`src/source/trace_pkg.sv`:
```
`default_nettype none

package trace_pkg;

  localparam int num_rules       = 2;
  localparam int buf_bytes       = 4;
  localparam int buf_width       = buf_bytes * 8;
  localparam int fifo_depth      = 16;
  localparam int fifo_addr_width = 4;

  // one captured match with the stamp in the low byte
  typedef struct packed {
    logic [15-num_rules-8:0] pad;   // always zero
    logic [num_rules-1:0]    rules;
    logic [7:0]              stamp;
  } event_t;

  // host register map with pattern and mask bytes decoded by range
  typedef enum logic [7:0] {
    reg_ctrl         = 8'h00,
    reg_rule_en      = 8'h01,
    reg_trig_en      = 8'h02,
    reg_trig_delay   = 8'h03,
    reg_trig_width   = 8'h04,
    reg_status       = 8'h05,
    reg_fifo_lo      = 8'h06,
    reg_fifo_hi      = 8'h07,
    reg_count0       = 8'h08,
    reg_count1       = 8'h09,
    reg_pattern_base = 8'h10,   // 0x10 + 4*rule + byte
    reg_mask_base    = 8'h20    // same layout as pattern
  } reg_addr_e;

  typedef enum logic [1:0] {
    trig_idle,
    trig_wait,
    trig_pulse
  } trig_state_e;

endpackage

`default_nettype wire

```
`src/source/trace_cfg_if.sv`:
```
`timescale 1ns/1ps
`default_nettype none

interface trace_cfg_if import trace_pkg::*; ();

  logic [buf_width-1:0] pattern [num_rules];
  logic [buf_width-1:0] mask    [num_rules];
  logic [num_rules-1:0] rule_en;
  logic [num_rules-1:0] trig_en;
  logic                 armed;
  logic                 arm_pulse;   // single cycle after ctrl write
  logic [7:0]           trig_delay;
  logic [7:0]           trig_width;

  modport regs (output pattern, mask, rule_en, trig_en, armed, arm_pulse,
                       trig_delay, trig_width);
  modport matcher (input pattern, mask, rule_en);
  modport capture (input armed, arm_pulse);
  modport trigger (input armed, trig_en, trig_delay, trig_width);

endinterface

`default_nettype wire

```
`src/source/event_capture.sv`:
```
`timescale 1ns/1ps
`default_nettype none

module event_capture import trace_pkg::*; (
  input  logic                 fe_clk,
  input  logic                 reset,
  input  logic [num_rules-1:0] match,
  input  logic                 byte_seen,
  trace_cfg_if.capture         cfg,
  output logic                 ev_write,
  output event_t               ev_data
);

  logic [7:0] stamp;   // bytes since arm modulo 256

  // byte_seen leads match by a cycle, so stamp already counts the matching byte
  always_ff @(posedge fe_clk) begin
    if (reset)
      stamp <= 8'h00;
    else if (cfg.arm_pulse)
      stamp <= 8'h00;
    else if (byte_seen)
      stamp <= stamp + 8'd1;
  end

  always_ff @(posedge fe_clk) begin
    if (reset)
      ev_write <= 1'b0;
    else
      ev_write <= cfg.armed && (match != '0);
  end

  always_ff @(posedge fe_clk) begin
    ev_data.pad   <= '0;
    ev_data.rules <= match;
    ev_data.stamp <= stamp;
  end

endmodule

`default_nettype wire

```
`src/source/event_fifo.sv`:
```
`timescale 1ns/1ps
`default_nettype none

module event_fifo import trace_pkg::*; (
  input  logic   fe_clk,
  input  logic   reset,
  input  logic   ev_write,
  input  event_t ev_data,
  input  logic   pop,
  input  logic   clear_overflow,
  output event_t head,
  output logic   empty,
  output logic   full,
  output logic   overflow
);

  event_t                   mem [fifo_depth];
  logic [fifo_addr_width:0] wr_ptr;   // extra msb tells full from empty
  logic [fifo_addr_width:0] rd_ptr;

  assign empty = (wr_ptr == rd_ptr);
  assign full  = (wr_ptr[fifo_addr_width] != rd_ptr[fifo_addr_width]) &&
                 (wr_ptr[fifo_addr_width-1:0] == rd_ptr[fifo_addr_width-1:0]);
  assign head  = mem[rd_ptr[fifo_addr_width-1:0]];

  always_ff @(posedge fe_clk) begin
    if (ev_write && !full)
      mem[wr_ptr[fifo_addr_width-1:0]] <= ev_data;
  end

  always_ff @(posedge fe_clk) begin
    if (reset) begin
      wr_ptr   <= '0;
      rd_ptr   <= '0;
      overflow <= 1'b0;
    end else begin
      if (clear_overflow)
        overflow <= 1'b0;
      if (ev_write && full)
        overflow <= 1'b1;   // event dropped
      else if (ev_write)
        wr_ptr <= wr_ptr + 1'b1;
      if (pop && !empty)
        rd_ptr <= rd_ptr + 1'b1;
    end
  end

  a_no_pop_empty: assert property (
    @(posedge fe_clk) disable iff (reset) !(pop && empty));

endmodule

`default_nettype wire

```
`src/source/pattern_matcher.sv`:
```
`timescale 1ns/1ps
`default_nettype none

module pattern_matcher import trace_pkg::*; (
  input  logic                 fe_clk,
  input  logic                 reset,
  input  logic [7:0]           trace_data,
  input  logic                 trace_valid,
  trace_cfg_if.matcher         cfg,
  output logic [num_rules-1:0] match,
  output logic                 byte_seen,
  output logic [7:0]           match_count [num_rules]
);

  logic [buf_width-1:0] trace_buf;   // byte 0 is the newest
  logic [num_rules-1:0] hit;

  always_ff @(posedge fe_clk) begin
    if (reset) begin
      trace_buf <= '0;
      byte_seen <= 1'b0;
    end else begin
      byte_seen <= trace_valid;
      if (trace_valid)
        trace_buf <= {trace_buf[buf_width-9:0], trace_data};
    end
  end

  // masked compare against the freshly shifted buffer
  always_comb begin
    for (int r = 0; r < num_rules; r++)
      hit[r] = cfg.rule_en[r] && (((trace_buf ^ cfg.pattern[r]) & cfg.mask[r]) == '0);
  end

  always_ff @(posedge fe_clk) begin
    if (reset)
      match <= '0;
    else
      match <= byte_seen ? hit : '0;   // one cycle per byte
  end

  always_ff @(posedge fe_clk) begin
    if (reset) begin
      for (int r = 0; r < num_rules; r++)
        match_count[r] <= 8'h00;
    end else begin
      for (int r = 0; r < num_rules; r++)
        if (match[r] && match_count[r] != 8'hff)
          match_count[r] <= match_count[r] + 8'd1;
    end
  end

  for (genvar r = 0; r < num_rules; r++) begin : g_sat_check
    // saturated counters stay put until reset
    a_count_sat: assert property (
      @(posedge fe_clk) disable iff (reset)
      match_count[r] == 8'hff |=> match_count[r] == 8'hff);
  end

endmodule

`default_nettype wire

```
`src/source/trace_regs.sv`:
```
`timescale 1ns/1ps
`default_nettype none

module trace_regs import trace_pkg::*; (
  input  logic         fe_clk,
  input  logic         reset,
  input  reg_addr_e    reg_addr,
  input  logic [7:0]   reg_wdata,
  input  logic         reg_write,
  input  logic         reg_read,
  output logic [7:0]   reg_rdata,
  input  logic [7:0]   match_count [num_rules],
  input  event_t       fifo_head,
  input  logic         fifo_empty,
  input  logic         fifo_full,
  input  logic         fifo_overflow,
  input  logic         trig_busy,
  output logic         fifo_pop,
  trace_cfg_if.regs    cfg
);

  logic [7:0] addr;
  logic       in_pattern;
  logic       in_mask;
  logic       rule_sel;
  logic [4:0] bit_base;     // bit offset of the addressed byte
  logic [7:0] rd_value;

  assign addr       = reg_addr;
  assign in_pattern = ({addr[7:3], 3'b000} == reg_pattern_base);
  assign in_mask    = ({addr[7:3], 3'b000} == reg_mask_base);
  assign rule_sel   = addr[2];
  assign bit_base   = {addr[1:0], 3'b000};

  // pop happens on the same edge that returns the high byte
  assign fifo_pop = reg_read && (reg_addr == reg_fifo_hi) && !fifo_empty;

  always_ff @(posedge fe_clk) begin
    if (reset) begin
      cfg.armed      <= 1'b0;
      cfg.arm_pulse  <= 1'b0;
      cfg.rule_en    <= '0;
      cfg.trig_en    <= '0;
      cfg.trig_delay <= '0;
      cfg.trig_width <= '0;
      for (int r = 0; r < num_rules; r++) begin
        cfg.pattern[r] <= '0;
        cfg.mask[r]    <= '0;
      end
    end else begin
      cfg.arm_pulse <= 1'b0;
      if (reg_write) begin
        case (reg_addr)
          reg_ctrl: begin
            cfg.armed     <= reg_wdata[0];
            cfg.arm_pulse <= reg_wdata[0];   // rearm restarts stamps
          end
          reg_rule_en:    cfg.rule_en    <= reg_wdata[num_rules-1:0];
          reg_trig_en:    cfg.trig_en    <= reg_wdata[num_rules-1:0];
          reg_trig_delay: cfg.trig_delay <= reg_wdata;
          reg_trig_width: cfg.trig_width <= reg_wdata;
          default: begin
            if (in_pattern)
              cfg.pattern[rule_sel][bit_base +: 8] <= reg_wdata;
            if (in_mask)
              cfg.mask[rule_sel][bit_base +: 8] <= reg_wdata;
          end
        endcase
      end
    end
  end

  always_comb begin
    rd_value = 8'h00;
    case (reg_addr)
      reg_ctrl:       rd_value = {7'b0, cfg.armed};
      reg_rule_en:    rd_value = {{(8-num_rules){1'b0}}, cfg.rule_en};
      reg_trig_en:    rd_value = {{(8-num_rules){1'b0}}, cfg.trig_en};
      reg_trig_delay: rd_value = cfg.trig_delay;
      reg_trig_width: rd_value = cfg.trig_width;
      reg_status:     rd_value = {4'b0, trig_busy, fifo_overflow, fifo_full, fifo_empty};
      reg_fifo_lo:    rd_value = fifo_empty ? 8'h00 : fifo_head[7:0];
      reg_fifo_hi:    rd_value = fifo_empty ? 8'h00 : fifo_head[15:8];
      reg_count0:     rd_value = match_count[0];
      reg_count1:     rd_value = match_count[1];
      default: begin
        if (in_pattern)
          rd_value = cfg.pattern[rule_sel][bit_base +: 8];
        else if (in_mask)
          rd_value = cfg.mask[rule_sel][bit_base +: 8];
      end
    endcase
  end

  // read data holds until the next read
  always_ff @(posedge fe_clk) begin
    if (reset)
      reg_rdata <= 8'h00;
    else if (reg_read)
      reg_rdata <= rd_value;
  end

  a_no_rw_collision: assert property (
    @(posedge fe_clk) disable iff (reset) !(reg_write && reg_read));

endmodule

`default_nettype wire

```
`src/source/trace_top.sv`:
```
`timescale 1ns/1ps
`default_nettype none

module trace_top import trace_pkg::*; (
  input  logic       fe_clk,
  input  logic       reset,
  input  logic [7:0] reg_addr,
  input  logic [7:0] reg_wdata,
  input  logic       reg_write,
  input  logic       reg_read,
  output logic [7:0] reg_rdata,
  input  logic [7:0] trace_data,
  input  logic       trace_valid,
  output logic       capturing,
  output logic       trig_out
);

  logic [num_rules-1:0] match;
  logic                 byte_seen;
  logic [7:0]           match_count [num_rules];
  logic                 ev_write;
  event_t               ev_data;
  logic                 fifo_pop;
  event_t               fifo_head;
  logic                 fifo_empty;
  logic                 fifo_full;
  logic                 fifo_overflow;
  logic                 trig_busy;

  trace_cfg_if cfg ();

  assign capturing = cfg.armed;

  trace_regs u_regs (
    .fe_clk        (fe_clk),
    .reset         (reset),
    .reg_addr      (reg_addr_e'(reg_addr)),
    .reg_wdata     (reg_wdata),
    .reg_write     (reg_write),
    .reg_read      (reg_read),
    .reg_rdata     (reg_rdata),
    .match_count   (match_count),
    .fifo_head     (fifo_head),
    .fifo_empty    (fifo_empty),
    .fifo_full     (fifo_full),
    .fifo_overflow (fifo_overflow),
    .trig_busy     (trig_busy),
    .fifo_pop      (fifo_pop),
    .cfg           (cfg)
  );

  pattern_matcher u_matcher (
    .fe_clk      (fe_clk),
    .reset       (reset),
    .trace_data  (trace_data),
    .trace_valid (trace_valid),
    .cfg         (cfg),
    .match       (match),
    .byte_seen   (byte_seen),
    .match_count (match_count)
  );

  event_capture u_capture (
    .fe_clk    (fe_clk),
    .reset     (reset),
    .match     (match),
    .byte_seen (byte_seen),
    .cfg       (cfg),
    .ev_write  (ev_write),
    .ev_data   (ev_data)
  );

  event_fifo u_fifo (
    .fe_clk         (fe_clk),
    .reset          (reset),
    .ev_write       (ev_write),
    .ev_data        (ev_data),
    .pop            (fifo_pop),
    .clear_overflow (cfg.arm_pulse),
    .head           (fifo_head),
    .empty          (fifo_empty),
    .full           (fifo_full),
    .overflow       (fifo_overflow)
  );

  trigger_pulse u_trigger (
    .fe_clk   (fe_clk),
    .reset    (reset),
    .match    (match),
    .cfg      (cfg),
    .trig_out (trig_out),
    .busy     (trig_busy)
  );

endmodule

`default_nettype wire

```
`src/source/trigger_pulse.sv`:
```
`timescale 1ns/1ps
`default_nettype none

module trigger_pulse import trace_pkg::*; (
  input  logic                 fe_clk,
  input  logic                 reset,
  input  logic [num_rules-1:0] match,
  trace_cfg_if.trigger         cfg,
  output logic                 trig_out,
  output logic                 busy
);

  trig_state_e state;
  logic [7:0]  cnt;   // shared by delay and width

  assign busy = (state != trig_idle);

  always_ff @(posedge fe_clk) begin
    if (reset) begin
      state    <= trig_idle;
      cnt      <= 8'h00;
      trig_out <= 1'b0;
    end else begin
      case (state)
        trig_idle: begin
          if (cfg.armed && (match & cfg.trig_en) != '0) begin
            state <= trig_wait;
            cnt   <= cfg.trig_delay;
          end
        end
        trig_wait: begin
          if (cnt == 8'h00) begin
            state    <= trig_pulse;
            trig_out <= 1'b1;
            cnt      <= (cfg.trig_width == 8'h00) ? 8'h00 : cfg.trig_width - 8'd1;
          end else
            cnt <= cnt - 8'd1;
        end
        trig_pulse: begin
          if (cnt == 8'h00) begin
            state    <= trig_idle;
            trig_out <= 1'b0;
          end else
            cnt <= cnt - 8'd1;
        end
        default: state <= trig_idle;
      endcase
    end
  end

  a_out_in_pulse: assert property (
    @(posedge fe_clk) disable iff (reset) trig_out |-> state == trig_pulse);

endmodule

`default_nettype wire

```
`config.mk`:
```
export PLATFORM = sky130hd
export DESIGN_NAME = trace_top
export DESIGN_NICKNAME = d
export VERILOG_FILES = /design/src/source/trace_pkg.sv /design/src/source/trace_cfg_if.sv /design/src/source/event_capture.sv /design/src/source/event_fifo.sv /design/src/source/pattern_matcher.sv /design/src/source/trace_regs.sv /design/src/source/trace_top.sv /design/src/source/trigger_pulse.sv
export SDC_FILE = /design/constraint.sdc
export NUM_CORES = 1
export LEC_CHECK = 0
export ABC_AREA = 1
export BUFFER_PORTS_ARGS = -buffer_cell sky130_fd_sc_hd__buf_4
export CORE_MARGIN = 3
export CORE_UTILIZATION = 40
export DETAILED_ROUTE_END_ITERATION = 16
export HOLD_SLACK_MARGIN = 0.06
export PLACE_DENSITY = 0.52
export SLEW_MARGIN = 20
export SYNTH_ARGS = -nofsm -noshare
export SYNTH_HDL_FRONTEND = slang
export SYNTH_HIERARCHICAL = 1
export SYNTH_SLANG_ARGS = --single-unit
```
`constraint.sdc`:
```
create_clock -name fe_clk -period 3.6 [get_ports fe_clk]
set_input_delay 0.72 -clock fe_clk [delete_from_list [all_inputs] [get_ports fe_clk]]
set_output_delay 0.72 -clock fe_clk [all_outputs]
set_load 0.01 [all_outputs]
```
# Word-level counts from Yosys, hierarchy flattened
# Memory sizes are Yosys's and may differ from the RTL's. A register that Yosys moved wholly into a read port is not among the register bits.
# Index checks and enable logic that the tools add are counted.
[op_classes]
magnitude_cmp = 2
n_eq_ne = 22
n_mux = 33
shifts = 4
bitwise = 11
reduce_logical = 42
n_addsub = 8
[op_table]
columns = ["cell", "n"]
rows = [
  ["two-way mux 32 bit", 7],
  ["bitwise mux 64 bit", 2],
  ["one-hot mux 8 bit (10 select lines)", 1],
  ["AND 32 bit", 2],
  ["logical NOT 32 bit", 2],
  ["two-way mux 8 bit", 8],
  ["variable part select 32 x 6 -> 8 bit", 2],
  ["bitwise XOR 32 bit", 2],
  ["demux 32 bit (select 1 bit)", 1],
  ["equality test 8 x 3 -> 1 bit, second input constant", 4],
  ["variable shift 8 x 7 -> 32 bit, first input constant", 1],
  ["variable part select 8 x 7 -> 32 bit", 1],
  ["adder 8 x 1 -> 8 bit, second input constant", 3],
  ["logical NOT 8 bit", 3],
  ["one-hot mux 8 bit (3 select lines)", 1],
  ["equality test 8 x 2 -> 1 bit, second input constant", 2],
  ["equality test 8 x 4 -> 1 bit, second input constant", 2],
  ["inequality test 8 bit, second input constant", 2],
  ["subtractor 8 x 1 -> 8 bit, second input constant", 2],
  ["AND reduction 3 bit", 5],
  ["logical AND 1 bit", 13],
  ["AND reduction 2 bit", 6],
  ["adder 5 x 1 -> 5 bit, second input constant", 2],
  ["nonzero test 2 bit", 5],
  ["other kinds (27)", 43],
]
[word_totals]
in_bits = 29
ramBits = 160
mem_count = 1
output_inout_bits = 10
regBits = 250
[mem_list]
columns = ["name", "words", "width", "read_ports", "rd_clocked_by_memory_dff", "write_ports", "line_no", "source"]
rows = [
  ["u_fifo.mem", 16, 10, 1, 1, 1, "event_fifo.sv:17", "event_t mem [fifo_depth];"],
]

# Logic depth before layout (Yosys ltp)
# Gate-level depths: netlist of run 1.
[depth]
depth_word = 8
mapped_depth = 16
mapped_depth_nobuf = 14

# Modules after synthesis
# Netlist of run 1, hierarchy kept.
[by_module_without_submodules]
columns = ["mod", "cells_each", "area_per_inst_um2", "instances"]
rows = [
  ["event_fifo", 937, 11260.8, 1],
  ["trace_regs", 1271, 7920.1, 1],
  ["pattern_matcher", 554, 3278.1, 1],
  ["trigger_pulse", 186, 1138.6, 1],
  ["event_capture", 70, 644.4, 1],
]

# Worst setup path after synthesis of run 1
# No wires, ideal clock.
[synth_timing]
path_type = "input to register"
startpoint = "in reg_addr[0]"
endpoint = "reg u_regs.cfg.pattern[55]"
setup_slack_ns = 0.663
setup_ns = 0.113
arrival_time_ns = 2.825
path_buffers = 4
path_stages = 16
path_cell_list = "clkbuf_1 clkinv_1 clkbuf_1 ha_1 nand3_1 nor2_4 inv_2 nand3_1 nor2_2 buf_6 nand2_4 nor2_4 buf_4 nand2_1 nand2_1 nor2_1"
[synth_via]
elab_chain_cells = 5
[synth_rtl]
columns = ["item", "line_no", "source"]
rows = [
  ["start: declaration", "trace_top.sv:7", "input logic [7:0] reg_addr,"],
  ["negator 5 -> 7 bit", "trace_regs.sv:64", "cfg.pattern[rule_sel][bit_base +: 8] <= reg_wdata;"],
  ["variable shift 8 x 7 -> 32 bit", "trace_regs.sv:64", ""],
  ["two-way mux 32 bit (not written as such)", "trace_regs.sv:64", ""],
  ["demux 32 bit (select 1 bit)", "trace_regs.sv:64", ""],
  ["bitwise mux 64 bit", "trace_regs.sv:64", ""],
  ["end signal: indexed assignment", "trace_regs.sv:64", ""],
  ["end: declaration", "trace_cfg_if.sv:15", "modport regs (output pattern, mask, rule_en, trig_en, armed, arm_pulse,"],
]
# Parallel ways exist; a longest one is shown, timed or not.
# A chain may end at the register's enable or synchronous reset.

==> run metrics, run 1 <==
layout cell share with drive strength beyond 1=9.90%; Antenna Nets Post-Route=0; CTS H-tree lvls=2; largest family of logic cells by synthesized area=simple AND/OR/NAND/NOR gates; DP Wirelength=49.9 mm; worst-path cell chain=buf_4, a21oi_1, o21ai_0, nand3_1, nand3_1, nand2_1, nand2_1, nand2_1, nand2_1, nand3_1, o21ai_0, a21oi_1; dpl cells=~3.8k; CTS Buf Count=57; Clk Latency, worst-skew pair=just over 0.6 ns; maximum clock rate=401 MHz; Initial Util=40.8%; antenna violations before repair=1; post-synthesis xor/xnor area fraction=less than 1%; hold path depth=0; ANT cells=0; setup_tns=0 ns; fin crit period=2.49 ns; PwrDens=~480 nW/um^2; min-delay worst type=reg2reg; Setup Buffers After CTS=0; clock slew seen by the registers of the worst setup and hold paths=0.06 ns; Lkg Pwr=approximately 11 nW; first-pass GRT wire length=112 mm; Post-synth EDFFs=256; # setup viols final=0; Worst-Margin Slew=approximately 0.95 ns; Slowest cell on crit path=dfxtp_4; largest net degree at the start of global routing=about 70; Synth area leader=edfxtp_1; Crit path largest cell delay=approximately 0.76 ns; hold endpoint=u_capture/ev_data[7]; Layout area overhead=13.0%; hold_sp=u_capture/stamp[7]; ranking of synthesized cells by area=edfxtp_1 32%, dfxtp_1 21%, nand2_1 11%; multiplexer area fraction after synthesis=0%; # IOs=39; final worst slack=1.11 ns; Global Route Usage Sum=between 20% and 30%; Residual DRC=0; vias=roughly 20k; Final Hold Fails=0; Clock Skew=0.0237 ns; syn_area_per_cell=~8 um^2; first drt pass iteration count=6; number of global-route vias before repair=about 19k; worst r2r path cells=12; DP Area=25,400 um^2; worst reg-to-reg setup slack=1.11 ns; end of the worst register-to-register path=u_regs/reg_rdata[1]; Post-Synthesis Cell Area=between 20,000 and 25,000 um^2; Hold-fix buffers, CTS=0; critical path arrival=2.97 ns; drt total wl=approximately 73 mm; Seq cells post-synth=a little over 500; Cell variety after synth=between 40 and 50; design area=about 27,000 um^2; fin crit share=between 60% and 70%; number of synthesis warnings=6; area share of the largest cell type after synthesis=between 30% and 40%; worst rel slew slack=approximately 36%; Die ar.=63,600 um^2; Worst Path Max Fanout=between 50 and 60; GP Congestion=just under 0.9; RSZ-0062 raised after global routing=no; total core area=between 50,000 and 60,000 um^2; Synth Area in Compound Gates=11.4%; Post-Place Setup Slack=between 0.6 and 0.7 ns; fin. max-slew vios=0; Non-Filler Instances=just under 4k; post-synthesis adder-cell area fraction=under 10%; Synth Area in Simple Gates=26.1%; Max VDD drop=~0.00035 V; fraction of registers with async set/reset=0%; CP most frequent cell=nand2_1; Crit Path Category=reg2reg; Max-Cap Viols=0; Via density=between 5 and 6; total grt overflow=0; Die H=252 um; Total Nets Final=3,091; Worst EP required=just over 4 ns; status=completed; Avg WL per Cell=around 19 um; CTS tree=built; Worst Setup Start Kind=flop; sequential-to-total area share from yosys stat=a little over half; clk sinks=510; DRT iter0 DRCs=approximately 1.9k; CTS root buf=clkbuf_16; Core Rows=roughly 90; CTS resizes=0; Port Buf Inserts=38; fin util=between 40% and 50%; commonest register cell after synthesis=edfxtp_1; CP Capture Type=flop; chip width=252 um; Syn Inst Count=3,018; Max clock buf depth=3
[flip-flops by register name, indices dropped and copies added, names as in the netlist, named ones only]
name / flops
u_matcher/match: 2
u_regs/cfg.arm_pulse: 1
u_capture/stamp: 8
u_trigger/trig_out: 1
u_regs/cfg.trig_en: 2
u_regs/cfg.trig_width: 8
u_regs/cfg.rule_en: 2
u_matcher/trace_buf: 32
u_fifo/rd_ptr: 5
u_regs/cfg.armed: 1
u_fifo/overflow: 1
u_trigger/cnt: 8
u_regs/reg_rdata: 8
u_fifo/wr_ptr: 5
u_regs/cfg.mask: 64
u_fifo/mem: 256
u_matcher/match_count: 16
u_capture/ev_write: 1
u_regs/cfg.trig_delay: 8
u_regs/cfg.pattern: 64
u_matcher/byte_seen: 1
u_trigger/state: 2
u_capture/ev_data: 10
[how the worst max path moves through the flow]
stage,from,end,cells after the start
after floorplan,reg_addr[0],u_regs/cfg.pattern[55],16
after global placement,reg_addr[4],u_regs/cfg.pattern[56],12
after detailed placement,reg_addr[1],u_regs/cfg.pattern[23],14
after CTS,flop,u_regs/reg_rdata[1],12
after global routing,flop,u_regs/reg_rdata[1],12
final,flop,u_regs/reg_rdata[1],12
[cells in the mapped netlist (4+ instances only)]
cell,instances
nand3_1,270
o21ai_1,13
nor2_1,414
nor3_1,16
nand2_4,6
or2_2,15
clkinv_1,5
edfxtp_1,256
inv_1,310
clkbuf_1,70
buf_2,29
inv_2,20
buf_4,19
xnor2_1,7
nand3_2,11
nand4_1,16
buf_1,18
xor2_1,15
nand3b_1,5
nor2_4,6
a21oi_1,207
nand3_4,4
nand2_1,692
nor2_2,7
dfxtp_1,254
ha_1,20
o211ai_1,67
nand2_2,13
o21ai_0,212
[layout make-up]
class | instances | area [um^2]
Timing Repair Buffer | 99 | 781
Sequential cell | 510 | 12800
Clock inverter | 26 | 325
Inverter | 335 | 1260
Clock buffer | 82 | 1650
Tap cell | 773 | 967
Multi-Input combinational cell | 2039 | 9630
Fill cell | 5883 | 32100
[critical path: cells and delay by family, from the launching register on]
family,cells,cell delay [ns]
flops,1,0.76
simple gates,7,0.70
compound gates,4,0.53
buf+inv,1,0.31
[power breakdown]
part           internal [mW]  switching (mW)  leakage (nW)
Sequential              6.11          0.0625          4.46
Clock                   3.62            2.47         0.951
Combinational          0.239           0.568          5.41
[stage by stage]
step	power (mW)	hold WS, ns
2_1_floorplan	6.83	0.351
4_1_cts	13.2	0.338
3_3_place_gp	7.08	0.358
6_report	13.1	0.370
3_5_place_dp	7.09	0.361
5_1_grt	13.5	0.354
[cells in the final DEF, fill, tap and decap left out, drive strengths merged, types with 5 or more instances in the layout]
master    netlist  final
nand2         711    711
nor2          429    429
inv           330    331
nand3         285    285
edfxtp        256    256
dfxtp         254    254
o21ai         228    228
a21oi         210    210
buf            69     99
clkbuf         70     82
o211ai         67     67
ha             20     20
clkinv          5     18
nor3           17     17
nand4          16     16
xor2           15     15
or2            15     15
xnor2           8      8
clkinvlp        0      6
bufinv          0      6
conb            1      6
nand3b          5      5
[kinds of logic after synthesis]
| family | Yosys count |
|---|---|
| compound gates | 510 |
| other cells | 1 |
| simple gates | 1480 |
| buf+inv | 474 |
| flops | 510 |
| xor+xnor | 23 |
| fa+ha+maj | 20 |
[metal layers]
metal  share of wire [%]  vias up  track usage, %
met5                   0        -               0
met4                 1.8        0            5.50
met3                 6.1      100            2.75
met2                  45      561            36.1
met1                  47     9501            33.6
li1                    -     9918               -
No activity file was read; power rests on OpenSTA's default activity.
==> inputs of run 2 (changes only) <==
Settings changed: ABC_AREA 1 to 0.
Clock period 3.6 ns to 2.5 ns, I/O delays scaled along.
==> run metrics, run 2 <==
fin util=a little under half; PwrDens=between 600 and 700 nW/um^2; Worst-Margin Slew=between 0.8 and 0.9 ns; Clk Latency, worst-skew pair=~0.62 ns; Slowest cell on crit path=mux4_2; Clock Skew=between 0.03 and 0.04 ns; Max clock buf depth=3; area share of the largest cell type after synthesis=~33%; clock slew seen by the registers of the worst setup and hold paths=around 0.060 ns; Core Rows=87; sequential-to-total area share from yosys stat=55.5%; final worst slack=-0.138 ns; critical path arrival=3.14 ns; Die H=246 um; fin crit period=2.64 ns; CP Capture Type=flop; Worst Setup Start Kind=flop; critical path's top delay family=multiplexers; max reg flops=approximately 260; number of global-route vias before repair=roughly 15k; largest net degree at the start of global routing=67; worst r2r path cells=10; met3 usage=under 10%; FF/Latch Area=between 10,000 and 15,000 um^2; dpl cells=between 2k and 3k; Residual DRC=0; Fin Hold WS=between 0.1 and 0.15 ns; worst-path cell chain=buf_12, buf_16, buf_8, mux4_2, mux4_2, a22oi_2, a2bb2oi_2, nor2_2, a2111oi_4, nor4_2; drt total wl=around 68 mm; syn_area_per_cell=around 13 um^2; Global Route Usage Sum=about 22%; Total Nets Final=slightly below 2k; CTS tree=built; Crit path largest cell delay=0.53 ns; grt peak-use layer=met2; Synth area leader=edfxtp_1; fin. max-slew vios=0; CTS root buf=clkbuf_16; status=complete, but fails checks; most frequent cells in the layout=256 x edfxtp_1, 251 x dfxtp_1, 174 x nor2_1; layout cell share with drive strength beyond 1=~22%; Initial Util=around two fifths; Hold-fix buffers, CTS=0; fillers=5,034; first-pass GRT wire length=approximately 100 mm; worst reg-to-reg setup slack=-0.14 ns; design area=~27,000 um^2; Die ar.=60,400 um^2; Via density=about 5.7; area of the multi-input gates=slightly below 10,000 um^2; vias=~15k; CTS Buf Count=55; worst rel slew slack=about 45%; # setup viols final=6; Cell variety after synth=between 90 and 100; Non-Filler Instances=around 2.7k; Post-synth EDFFs=256; maximum clock rate=around 380 MHz; Layout area overhead=18.1%; DRT iter0 DRCs=between 1k and 1.5k; CTS H-tree lvls=2; Antenna Nets Post-Route=0; Port Buf Inserts=38; DP Wirelength=between 40 and 50 mm; most common cell after layout, fill and taps aside=edfxtp_1; total grt overflow=0; count leader, synth=edfxtp_1; Worst EP required=3.00 ns; GR Layer Usage met1=a little under a third; number of synthesis warnings=6; # IOs=39; min-delay worst type=in2reg; chip width=approximately 250 um; setup_tns=-0.605 ns; Tot Pwr=approximately 19 mW; Max VDD drop=0.000564 V; commonest register cell after synthesis=edfxtp_1; GP Congestion=~0.85; Max-Cap Viols=0; antenna violations before repair=3; Syn Inst Count=around 1.8k; top post-synthesis cells by count=256 x edfxtp_1, 254 x dfxtp_1, 175 x nor2_1; Avg WL per Cell=25.2 um; CP most frequent cell=mux4_2; first drt pass iteration count=5; total core area=approximately 57,000 um^2; clk sinks=about 500; Worst Path Max Fanout=4; Lkg Pwr=between 9 and 10 nW; fin crit share=106%; failing checks=negative setup slack; Seq cells post-synth=510; met2 usage=roughly 36%; fraction of registers with async set/reset=0%; Post-Synthesis Cell Area=approximately 23,000 um^2; Crit Path Category=reg2reg; ranking of synthesized cells by area=edfxtp_1 33%, dfxtp_1 22%, mux4_2 6.1%; hold path depth=3; Post-Place Setup Slack=-0.309 ns; worst path bufs/invs=3; RSZ-0062 raised after global routing=yes; logic depth of the worst setup path including buffers=10; DP Area=~25,000 um^2; Final Hold Fails=0
## run 2: per-layer routing
metal	routed length (um)	share of wire (%)	up-vias
met1	29700	44	7650
met4	2470	3.7	2
met2	31500	46	533
met5	10	0.015	-
li1	-	-	6927
met3	4050	6.0	137
## run 2: worst register-to-register path: cells and delay by family, from the launching register on
kind | cells | cell delay [ns]
AOI/OAI and AO/OA | 3 | 0.65
buffers and inverters | 3 | 0.32
DFF | 1 | 0.39
and+or+nand+nor | 2 | 0.14
muxes | 2 | 1.03
## run 2: area by class of cell
type                    count  area share, %
inverters                  30          0.419
repair buffers            157           6.51
clock buffers              75           5.68
well taps                 756           3.48
multi-input cells        1129           35.5
clock inverters            26           1.33
diodes                      1        0.00922
flip-flops and latches    510           47.1
## run 2: path summary, 6_finish.rpt
kind / from / end
setup reg to reg: flop / u_regs/reg_rdata[5]
setup / recovery: flop / u_regs/reg_rdata[5]
hold reg to reg: u_capture/stamp[7] / u_capture/ev_data[7]
hold / removal: trace_data[3] / u_matcher/trace_buf[3]
## run 2: cells by family (layout without fill, tap and decap cells)
logic type | Yosys count | after routing | share of synthesized area (%)
multiplexers | 248 | 248 | 17.6
flip-flops | 510 | 510 | 55.5
buffers and inverters | 130 | 288 | 2.80
adder cells (fa/ha/maj) | 20 | 20 | 1.09
XOR/XNOR | 91 | 91 | 3.47
AND/OR/NAND/NOR | 486 | 486 | 10.6
other | 1 | 7 | 0.0163
AO/OA/AOI/OAI | 278 | 278 | 8.85
## run 2: repair_timing
item | 4_1_cts | 5_1_grt
gates cloned | 4 | 0
endpoints found under the setup margin | 8 | 9
endpoints found under the hold margin | 0 | 0
pin swaps | 17 | 11
gates resized for setup | 59 | 22
buffers inserted | 10 | 3
## run 2: report_power, final
part | leakage (nW) | internal [mW] | switching [mW] | total [mW]
clock | 0.930 | 5.06 | 3.40 | 8.47
combinational | 4.55 | 0.465 | 0.744 | 1.21
sequential | 4.35 | 8.79 | 0.0866 | 8.88
==> inputs of run 3 (changes only) <==
Settings changed: CORE_UTILIZATION 40 to 52, PLACE_DENSITY 0.52 to 0.65, SETUP_SLACK_MARGIN set to 0.02.
==> run metrics, run 3 (same netlist as run 2, synthesis figures left out) <==
status=complete, but fails checks; failing checks=negative setup slack; setup_tns=-0.593 ns; drt total wl=between 60 and 70 mm; Port Buf Inserts=38; total core area=roughly 43,000 um^2; fin. max-slew vios=0; Met2 Routed Length=~30 mm; Lkg Pwr=9.69 nW; most common cell after layout, fill and taps aside=edfxtp_1; worst rel slew slack=a little under half; Antenna Nets Post-Route=0; met3 WL=4.46 mm; ANT cells=0; number of global-route vias before repair=approximately 15k; Highest Signal Layer=met4; Worst-Margin Slew=between 0.8 and 0.9 ns; Slowest cell on crit path=mux4_1; Worst Path Max Fanout=10; DP Area=24,700 um^2; Clk Latency, worst-skew pair=between 0.6 and 0.7 ns; dpl cells=2,394; Crit Path Category=reg2reg; DRT iter0 DRCs=around 1.7k; Die ar.=roughly 47,000 um^2; fin util=roughly three fifths; CTS Buf Count=54; Total Nets Final=around 1.9k; Crit path largest cell delay=0.56 ns; clock slew seen by the registers of the worst setup and hold paths=0.06 ns; Global Route Usage Sum=26.7%; Max VDD drop=around 0.0006 V; Avg WL per Cell=between 20 and 30 um; met1 wire length=between 20 and 30 mm; largest net degree at the start of global routing=110; Final Hold Fails=0; critical path's top delay family=multiplexers; Layout area overhead=15.5%; RSZ-0062 raised after global routing=yes; critical path arrival=3.12 ns; DP Wirelength=around 41 mm; CTS root buf=clkbuf_16; clk sinks=510; Clock Skew=roughly 0.013 ns; # setup viols final=6; CP Capture Type=flop; Residual DRC=0; Max clock buf depth=3; Non-Filler Instances=2,499; Worst EP required=~3.0 ns; final worst slack=-0.149 ns; fin crit period=around 2.6 ns; design area=26,600 um^2; first drt pass iteration count=7; antenna violations before repair=1; Core Rows=76; most frequent cells in the layout=256 x edfxtp_1, 250 x dfxtp_1, 175 x nor2_1; max reg flops=around 260; CTS tree=built; layout cell share with drive strength beyond 1=roughly a fifth; Max-Cap Viols=0; worst path bufs/invs=2; first-pass GRT wire length=94.5 mm; worst-path cell chain=buf_12, mux4_1, mux4_2, a22oi_2, buf_4, a2bb2oi_1, nor2_1, o311ai_1, a21oi_1; fin crit share=106%; Initial Util=approximately 53%; vias=approximately 15k; chip width=between 200 and 250 um; GP Congestion=approximately 0.93; total grt overflow=0; PwrDens=between 600 and 700 nW/um^2; Die H=approximately 220 um; CTS H-tree lvls=2; # IOs=39; Via density=approximately 6.2; maximum clock rate=between 300 and 400 MHz; Worst Setup Start Kind=flop; min-delay worst type=in2reg
==> run 3: metrics by stage <==
step | hold slack (ns) | total power, mW | setup slack, ns
5_1_grt | 0.126 | 18.6 | -0.232
6_report | 0.133 | 18.1 | -0.149
4_1_cts | 0.107 | 18.2 | -0.141
3_5_place_dp | 0.378 | 10.2 | -0.250
3_3_place_gp | 0.375 | 10.2 | -0.198
2_1_floorplan | 0.339 | 9.80 | -0.0123
==> run 3: metal layers <==
layer	up-vias	global-route usage [%]
met4	0	9.02
li1	6915	-
met1	7751	36.7
met2	626	43.4
met5	-	0
met3	121	4.58
==> run 3: layout make-up <==
| type | count | area [um^2] |
|---|---|---|
| timing repair buffer | 144 | 1510 |
| inverter | 30 | 114 |
| fill | 3442 | 16800 |
| sequential | 510 | 12800 |
| clock inverter | 32 | 302 |
| clock buffer | 69 | 1500 |
| tap | 585 | 732 |
| multi-input combinational | 1129 | 9620 |
==> run 3: worst min-delay path, cell delays in order <==
cell and delay, ns:
buf_4 0.08, mux2i_1 0.05, nor2_1 0.07
==> run 3: worst paths after layout <==
path                      startpoint                      to  slack, ns  cells past startpoint
hold / removal         trace_data[7]  u_matcher/trace_buf[7]       0.13                      3
setup reg to reg                flop     u_regs/reg_rdata[6]      -0.15                      9
setup / recovery                flop     u_regs/reg_rdata[6]      -0.15                      9
hold reg to reg   u_capture/stamp[6]    u_capture/ev_data[6]       0.37                      0
==> run 3: where the power goes <==
part	internal, mW	switching, mW
sequential	8.79	0.0813
clock	4.66	3.35
combinational	0.447	0.715
==> run 3: what timing repair did <==
action	in CTS	in global routing
resized for setup	21	16
endpoints found under the setup margin	6	9
hold buffers	0	0
buffers inserted	3	1
pin swaps	3	7
